### config.mk
export PLATFORM = sky130hd
export DESIGN_NAME = histTop
export DESIGN_NICKNAME = d
export VERILOG_FILES = /design/src/rtl/histDataPkg.sv /design/src/rtl/histCtrlPkg.sv /design/src/rtl/histTop.sv /design/src/rtl/binIncrement.sv /design/src/rtl/binRam.sv /design/src/rtl/histFsm.sv /design/src/rtl/histCounter.sv
export VERILOG_INCLUDE_DIRS = /design/src /design/src/rtl
export SDC_FILE = /design/constraint.sdc
export NUM_CORES = 1
export LEC_CHECK = 0
export CAP_MARGIN = 15
export CORE_MARGIN = 1.5
export CORE_UTILIZATION = 39
export CTS_CLUSTER_DIAMETER = 80
export DETAILED_ROUTE_END_ITERATION = 10
export DONT_BUFFER_PORTS = 1
export PLACE_DENSITY = 0.52
export SYNTH_ARGS = -nofsm -noshare
export SYNTH_HDL_FRONTEND = slang
export SYNTH_HIERARCHICAL = 1
export SYNTH_SLANG_ARGS = --single-unit
### constraint.sdc
create_clock -name clk -period 4.11 [get_ports clk]
set_input_delay 0.822 -clock clk [delete_from_list [all_inputs] [get_ports clk]]
set_output_delay 0.822 -clock clk [all_outputs]
set_load 0.01 [all_outputs]
### src/rtl/hist_config.svh
`ifndef HIST_CONFIG_SVH
`define HIST_CONFIG_SVH

// sample and bin geometry
`define HIST_SAMPLE_W 12
`define HIST_BIN_W 4 // 16 bins, top bits of the sample

// count range, saturates at all-ones
`define HIST_COUNT_W 8

// valid samples taken per frame, above the count max on purpose
`define HIST_SAMPLE_NUM 300

// accepted-sample counter width
`define HIST_SWEEP_W 16

`endif
### src/rtl/histDataPkg.sv
`default_nettype none

`include "hist_config.svh"

package histDataPkg;

    // raw detector sample
    typedef logic [`HIST_SAMPLE_W-1:0] sampleT;

    // bin index, top bits of a sample
    typedef logic [`HIST_BIN_W-1:0] binIdxT;

    // per-bin count
    typedef logic [`HIST_COUNT_W-1:0] countT;

    // one readout result
    typedef struct packed {
        binIdxT bin;
        countT  count;
    } binCountS;

endpackage

`default_nettype wire

### src/rtl/histCtrlPkg.sv
`default_nettype none

package histCtrlPkg;

    // frame phases
    typedef enum logic [2:0] {
        stIdle    = 3'd0,
        stClear   = 3'd1,
        stAccum   = 3'd2,
        stDrain   = 3'd3,
        stReadout = 3'd4
    } histStateE;

    // bin RAM write port
    typedef struct packed {
        logic                en;
        histDataPkg::binIdxT addr;
        histDataPkg::countT  data;
    } memWriteS;

    // bin RAM read port
    typedef struct packed {
        logic                en;
        histDataPkg::binIdxT addr;
    } memReadS;

    // FSM to counter steering
    typedef struct packed {
        logic sweepClr;  // zero the bin sweep
        logic sweepRun;  // step the bin sweep
        logic sampleClr; // zero the accepted count
    } sweepCmdS;

endpackage

`default_nettype wire

### src/rtl/histTop.sv
`timescale 1ns/1ps
`default_nettype none

module histTop (
    input  logic                  clk,
    input  logic                  res,
    input  logic                  start,
    input  logic                  sampleValid,
    input  histDataPkg::sampleT   sample,
    output logic                  busy,
    output histDataPkg::binCountS binOut,
    output logic                  binOutValid,
    output logic                  done
);

    import histDataPkg::*;
    import histCtrlPkg::*;

    sweepCmdS sweepCmd;
    binIdxT   sweepAddr;
    logic     sweepLast;
    logic     samplesDone;
    logic     sampleAccept;
    logic     accEnable;
    countT    rdData;
    memWriteS clrWrite;
    memWriteS incWrite;
    memWriteS ramWrite;
    memReadS  outRead;
    memReadS  incRead;
    memReadS  ramRead;

    // FSM owns the RAM ports only in clear and readout
    assign ramWrite = clrWrite.en ? clrWrite : incWrite;
    assign ramRead  = outRead.en ? outRead : incRead;

    histFsm histFsm_i (
        .clk         (clk),
        .res         (res),
        .start       (start),
        .samplesDone (samplesDone),
        .sweepAddr   (sweepAddr),
        .sweepLast   (sweepLast),
        .rdData      (rdData),
        .sweepCmd    (sweepCmd),
        .clrWrite    (clrWrite),
        .outRead     (outRead),
        .accEnable   (accEnable),
        .busy        (busy),
        .binOut      (binOut),
        .binOutValid (binOutValid),
        .done        (done)
    );

    histCounter histCounter_i (
        .clk          (clk),
        .res          (res),
        .cmd          (sweepCmd),
        .sampleAccept (sampleAccept),
        .sweepAddr    (sweepAddr),
        .sweepLast    (sweepLast),
        .samplesDone  (samplesDone)
    );

    binRam binRam_i (
        .clk    (clk),
        .wr     (ramWrite),
        .rd     (ramRead),
        .rdData (rdData)
    );

    binIncrement binIncrement_i (
        .clk          (clk),
        .res          (res),
        .accEnable    (accEnable),
        .sampleValid  (sampleValid),
        .sample       (sample),
        .rdData       (rdData),
        .rd           (incRead),
        .wr           (incWrite),
        .sampleAccept (sampleAccept)
    );

endmodule

`default_nettype wire

### src/rtl/binIncrement.sv
`timescale 1ns/1ps
`default_nettype none

`include "hist_config.svh"

module binIncrement (
    input  logic                  clk,
    input  logic                  res,
    input  logic                  accEnable,
    input  logic                  sampleValid,
    input  histDataPkg::sampleT   sample,
    input  histDataPkg::countT    rdData,
    output histCtrlPkg::memReadS  rd,
    output histCtrlPkg::memWriteS wr,
    output logic                  sampleAccept
);

    import histDataPkg::*;

    logic   accept;
    binIdxT bin0;     // stage 0 bin
    binIdxT bin1;     // stage 1 bin
    logic   valid1;
    logic   fwdHit;   // stage 1 must use the last written count
    countT  fwdData;
    countT  base;
    countT  wrCount;

    assign accept = accEnable && sampleValid;

    // bin = top bits of the sample
    assign bin0 = sample[`HIST_SAMPLE_W-1 -: `HIST_BIN_W];

    // stage 0 reads the current count
    assign rd = '{en: accept, addr: bin0};

    always_ff @(posedge clk or negedge res) begin
        if (!res) begin
            valid1 <= 1'b0;
            fwdHit <= 1'b0;
        end else begin
            valid1 <= accept;
            // RAM returns stale data when stage 1 writes the same bin
            fwdHit <= accept && valid1 && (bin0 == bin1);
        end
    end

    always_ff @(posedge clk) begin
        bin1    <= bin0;
        fwdData <= wrCount;
    end

    assign base = fwdHit ? fwdData : rdData;

    // saturate instead of wrapping
    assign wrCount = (base == '1) ? base : base + countT'(1);

    // stage 1 writes back
    assign wr = '{en: valid1, addr: bin1, data: wrCount};

    assign sampleAccept = accept;

endmodule

`default_nettype wire

### src/rtl/binRam.sv
`timescale 1ns/1ps
`default_nettype none

`include "hist_config.svh"

module binRam (
    input  logic                  clk,
    input  histCtrlPkg::memWriteS wr,
    input  histCtrlPkg::memReadS  rd,
    output histDataPkg::countT    rdData
);

    import histDataPkg::*;

    localparam int BinNum = 1 << `HIST_BIN_W;

    countT mem [BinNum];

    always_ff @(posedge clk) begin
        if (wr.en) begin
            mem[wr.addr] <= wr.data;
        end
    end

    // registered read, same-address write in the same cycle returns old data
    always_ff @(posedge clk) begin
        if (rd.en) begin
            rdData <= mem[rd.addr];
        end
    end

endmodule

`default_nettype wire

### src/rtl/histFsm.sv
`timescale 1ns/1ps
`default_nettype none

module histFsm (
    input  logic                  clk,
    input  logic                  res,
    input  logic                  start,
    input  logic                  samplesDone,
    input  histDataPkg::binIdxT   sweepAddr,
    input  logic                  sweepLast,
    input  histDataPkg::countT    rdData,
    output histCtrlPkg::sweepCmdS sweepCmd,
    output histCtrlPkg::memWriteS clrWrite,
    output histCtrlPkg::memReadS  outRead,
    output logic                  accEnable,
    output logic                  busy,
    output histDataPkg::binCountS binOut,
    output logic                  binOutValid,
    output logic                  done
);

    import histDataPkg::*;
    import histCtrlPkg::*;

    histStateE state;
    histStateE stateNext;
    logic      drainCnt;   // second drain cycle
    logic      lastStrobe;
    logic      startOk;
    binIdxT    binQ;       // read address, aligned with RAM data

    // a new frame only once the previous one has fully signalled done
    assign startOk = (state == stIdle) && start && !busy;

    always_comb begin
        stateNext = state;
        case (state)
            stIdle:    if (startOk) stateNext = stClear;
            stClear:   if (sweepLast) stateNext = stAccum;
            stAccum:   if (samplesDone) stateNext = stDrain;
            stDrain:   if (drainCnt) stateNext = stReadout;
            stReadout: if (sweepLast) stateNext = stIdle;
            default:   stateNext = stIdle;
        endcase
    end

    always_ff @(posedge clk or negedge res) begin
        if (!res) begin
            state       <= stIdle;
            drainCnt    <= 1'b0;
            busy        <= 1'b0;
            binOutValid <= 1'b0;
            done        <= 1'b0;
        end else begin
            state       <= stateNext;
            drainCnt    <= (state == stDrain);
            binOutValid <= (state == stReadout); // RAM read latency
            done        <= lastStrobe;
            if (startOk) begin
                busy <= 1'b1;
            end else if (lastStrobe) begin
                busy <= 1'b0; // drops together with done
            end
        end
    end

    always_ff @(posedge clk) begin
        binQ <= sweepAddr;
    end

    // final strobe is the one seen after readout has left
    assign lastStrobe = binOutValid && (state != stReadout);

    assign sweepCmd = '{
        sweepClr:  (state == stIdle),
        sweepRun:  (state == stClear) || (state == stReadout),
        sampleClr: (state == stIdle)
    };

    // zero fill during clear
    assign clrWrite = '{en: (state == stClear), addr: sweepAddr, data: '0};

    // ascending sweep during readout
    assign outRead = '{en: (state == stReadout), addr: sweepAddr};

    assign accEnable = (state == stAccum);

    assign binOut = '{bin: binQ, count: rdData};

endmodule

`default_nettype wire

### src/rtl/histCounter.sv
`timescale 1ns/1ps
`default_nettype none

`include "hist_config.svh"

module histCounter (
    input  logic                  clk,
    input  logic                  res,
    input  histCtrlPkg::sweepCmdS cmd,
    input  logic                  sampleAccept,
    output histDataPkg::binIdxT   sweepAddr,
    output logic                  sweepLast,
    output logic                  samplesDone
);

    import histDataPkg::*;

    localparam logic [`HIST_SWEEP_W-1:0] LastSample = `HIST_SWEEP_W'(`HIST_SAMPLE_NUM - 1);

    logic [`HIST_SWEEP_W-1:0] sampleCnt;

    // bin sweep, shared by clear and readout
    always_ff @(posedge clk or negedge res) begin
        if (!res) begin
            sweepAddr <= '0;
        end else if (cmd.sweepClr) begin
            sweepAddr <= '0;
        end else if (cmd.sweepRun) begin
            sweepAddr <= sweepAddr + binIdxT'(1); // wraps to bin 0 after the last
        end
    end

    assign sweepLast = (sweepAddr == '1);

    // accepted samples in this frame
    always_ff @(posedge clk or negedge res) begin
        if (!res) begin
            sampleCnt <= '0;
        end else if (cmd.sampleClr) begin
            sampleCnt <= '0;
        end else if (sampleAccept) begin
            sampleCnt <= sampleCnt + 1'b1;
        end
    end

    // high in the cycle the final sample of the frame is taken
    assign samplesDone = sampleAccept && (sampleCnt == LastSample);

endmodule

`default_nettype wire

==> results.py <==
metrics = {
    "pwr": {
        "p_clk_share_pct": 29.5,
        "swShare_pct": 29.6,
        "power.internal_mw": 3.67,
        "seq_power_share_pct": 50.4,
        "comb_power_share_pct": 20.1,
        "irDropWorstVdd_uv": 315,
        "p_sw_mw": 1.54,
        "power.density_nw_per_um2": 611,
        "p_leak_nw": 2.96,
    },
    "layout": {
        "nets": 490,
        "final_cell_area_um2": 8530,
        "drive_gt1_share_pct": 20.0,
        "diodes": 0,
        "final_cells": 749,
        "final_core_util_pct": 43.4,
        "nFillCells": 1804,
        "area_growth_pct": 7.79,
    },
    "yosys": {
        "syn_area_um2": 7920,
        "synth-edff-count": 136,
        "ys_async_sr_fraction_pct": 16.0,
        "ys_types": 54,
        "synth_simple_gate_area_share_pct": 8.95,
        "postSynthAreaPerCell_um2": 16.3,
        "synth_mux_area_share_pct": 15.1,
        "synth_top_family_by_area": "multiplexers",
        "yosysSeqAreaShare_pct": 64.8,
        "synth-compound-area-share_pct": 3.02,
        "synth-seq-cells": 181,
        "synth_xor_area_share_pct": 2.32,
        "synthAdderAreaFrac_pct": 0.474,
        "synthCells": 485,
        "yosysWarnings": 6,
        "yosys_most_used_dff": "edfxtp_1",
    },
    "detailed_routing": {
        "wirelength_um": 14900,
        "vias_per_cell": 5.17,
        "dr.pass1.iters": 5,
        "vias": 3876,
        "drc": 0,
        "drtIter0Drc": 273,
        "wl_per_cell_um": 19.8,
        "detail-route-antenna-nets": 0,
    },
    "clock_tree": {
        "postCtsHoldBufs": 0,
        "clk_pin_slew_ps": 70,
        "clock_sinks": 181,
        "clk-insertion-delay-late_ps": 430,
        "clockBufferDepth": 2,
        "htree_levels": 4,
        "cts-root-buf": "clkbuf_16",
        "post_cts_buffers": 0,
        "cts_tree": "done",
        "numCtsBuffers": 17,
        "cts_resized": 0,
    },
    "floorplan": {
        "io_pins": 31,
        "die_w_um": 145,
        "rows": 51,
        "die-area_um2": 21200,
        "placeableCoreArea_um2": 19700,
        "start_util_pct": 40.3,
        "die_h_um": 145,
    },
    "critical_path": {
        "crit_cells": 8,
        "crit_type": "reg2reg",
        "cp.required_ps": 4240,
        "crit_top_cell": "mux2_2",
        "arrival_ps": 3380,
        "cp_slowest_cell": "dfrtp_1",
        "start_kind": "register",
        "critPathMaxFanout": 17,
        "cp_slowest_stage_delay_ps": 780,
        "critPathBufInv": 1,
        "crit_chain": "mux2i_1 -> inv_1 -> ha_1 -> nand4_1 -> nand2_1 -> nand3b_1 -> mux2_2 -> mux2_2",
        "r2r_cells": 8,
        "cpLargestDelayFamily": "multiplexers",
        "cp-end-kind": "register",
    },
    "grt": {
        "antenna_found_initial": 0,
        "grt_pass1_wl_um": 23600,
        "grt_usage_pct": 14.9,
        "grt_overflow_total": 0,
        "grt_pass1_vias": 3985,
        "grt_max_degree": 30,
    },
    "place": {
        "gp_congestion": 0.779,
        "place_area_um2": 7980,
        "hpwl_um": 9920,
        "io_buffers": 0,
        "dpl.cell_count": 717,
    },
    "sta": {
        "min_period_over_period_pct": 79.0,
        "relSlewSlack_pct": 33.0,
        "finalHoldViolCount": 0,
        "maxSlewViolCount": 0,
        "fmax_mhz": 308,
        "period_needed_ps": 3250,
        "setup_violations": 0,
        "rsz0062_at_grt": "false",
        "fin_skew_ps": 11.4,
        "finalSetupTns_ps": 0,
        "whs_ps": 78.3,
        "tightest_slew_ps": 1000,
    },
    "flow_run": {
        "drv_cap": 0,
    },
    "run_status": {
        "outcome": "finished clean",
    },
    "worst_hold_path": {
        "hold_path_class": "in2async",
    },
}
[synth_stat cells (all sizes together) (2+ instances only)]
master / instances / area [um2]
a211oi: 2 / 15.0
a21oi: 4 / 20.0
a22oi: 17 / 128
and2: 3 / 21.3
buf: 45 / 360
clkdlybuf4s25: 3 / 30.0
dfrtp: 29 / 726
dfxtp: 16 / 320
edfxtp: 136 / 4080
ha: 3 / 37.5
inv: 6 / 22.5
mux2: 19 / 255
mux2i: 13 / 143
mux4: 33 / 800
nand2: 25 / 93.8
nand2b: 5 / 31.3
nand3: 9 / 57.6
nand3b: 4 / 42.5
nand4: 7 / 43.8
nand4b: 2 / 17.5
nor2: 36 / 135
nor2b: 7 / 43.8
nor3: 10 / 55.1
nor3b: 3 / 22.5
nor4: 8 / 62.6
o21ai: 3 / 15.0
or2: 2 / 12.5
or3b: 2 / 20.0
xnor2: 13 / 114
xor2: 8 / 70.1
[power groups by stage]
stage	clock network, mW	registers [mW]	logic [mW]
2_1_floorplan	0	2.61	0.841
3_3_place_gp	0	2.66	1.04
3_5_place_dp	0	2.67	1.06
4_1_cts	1.58	2.63	1.07
5_1_grt	1.64	2.66	1.15
6_report	1.54	2.63	1.05
[metal layers]
layer / GRT usage (%) / vias up / part of all wire [%]
met5: 0 / - / 0
met4: 4.74 / 0 / 1.1
met3: 3.07 / 10 / 4.0
met2: 24.2 / 70 / 48
met1: 20.2 / 1993 / 47
li1: - / 1803 / -
[layout make-up]
class                      instances  area (um2)  area share [%]
clock buffer                      17         425            4.99
clock inverter                    15         133            1.55
inverter                           6        22.5           0.264
multi-input combinational        256        2410            28.3
sequential                       181        5130            60.1
tap                              265         332            3.89
timing repair buffer               9        80.1           0.938
[layout by cell type (no fill, tap or decap), drive strengths merged, types with 8 or more instances in the layout]
master | Yosys | layout
clkbuf | 1 | 17
xor2 | 8 | 8
a22oi | 17 | 17
dfrtp | 29 | 29
nand3 | 9 | 9
nor4 | 8 | 8
dfxtp | 16 | 16
edfxtp | 136 | 136
inv | 6 | 16
mux2 | 19 | 19
nor2 | 36 | 36
mux2i | 13 | 13
mux4 | 33 | 33
conb | 1 | 8
nand2 | 25 | 25
xnor2 | 13 | 13
buf | 45 | 9
nor3 | 10 | 10
[final timing paths]
| path | from | to | slack (ps) |
|---|---|---|---|
| worst max register to register | binIncrement_i/fwdHit | binRam_i/mem[8][1] | 860 |
| worst max-delay path | binIncrement_i/fwdHit | binRam_i/mem[8][1] | 860 |
| max in group asynchronous | res | histFsm_i/busy | 3950 |
| worst min-delay path | res | histCounter_i/sampleCnt[5] | 80 |
| min in group clk | sample[8] | binIncrement_i/bin1[0] | 410 |
| worst min register to register | histCounter_i/sweepAddr[3] | histFsm_i/binQ[3] | 480 |
[per-stage QoR]
stage                     setup slack, ps  total power [mW]
after floorplan                      1100              3.45
after global placement                864              3.70
after detailed placement              826              3.74
after CTS                             817              5.28
after global routing                  592              5.46
final                                 862              5.21
[cell families (layout without fill, tap and decap cells)]
kind of cell / Yosys count / in the layout
other: 1 / 8
muxes: 65 / 65
adders and majority gates: 3 / 3
buffers and inverters: 55 / 47
DFF: 181 / 181
and+or+nand+nor: 129 / 129
AOI/OAI and AO/OA: 30 / 30
xor gates and xnor gates: 21 / 21
[state kept, by name (all words and copies together), names as in the netlist]
name	cells
binRam_i/mem	128
histCounter_i/sampleCnt	16
binIncrement_i/fwdData	8
binRam_i/rdData	8
binIncrement_i/bin1	4
histCounter_i/sweepAddr	4
histFsm_i/binQ	4
histFsm_i/state	3
binIncrement_i/fwdHit	1
binIncrement_i/valid1	1
histFsm_i/binOutValid	1
histFsm_i/busy	1
histFsm_i/done	1
histFsm_i/drainCnt	1
Note: power is estimated with default switching activity, not from simulation.
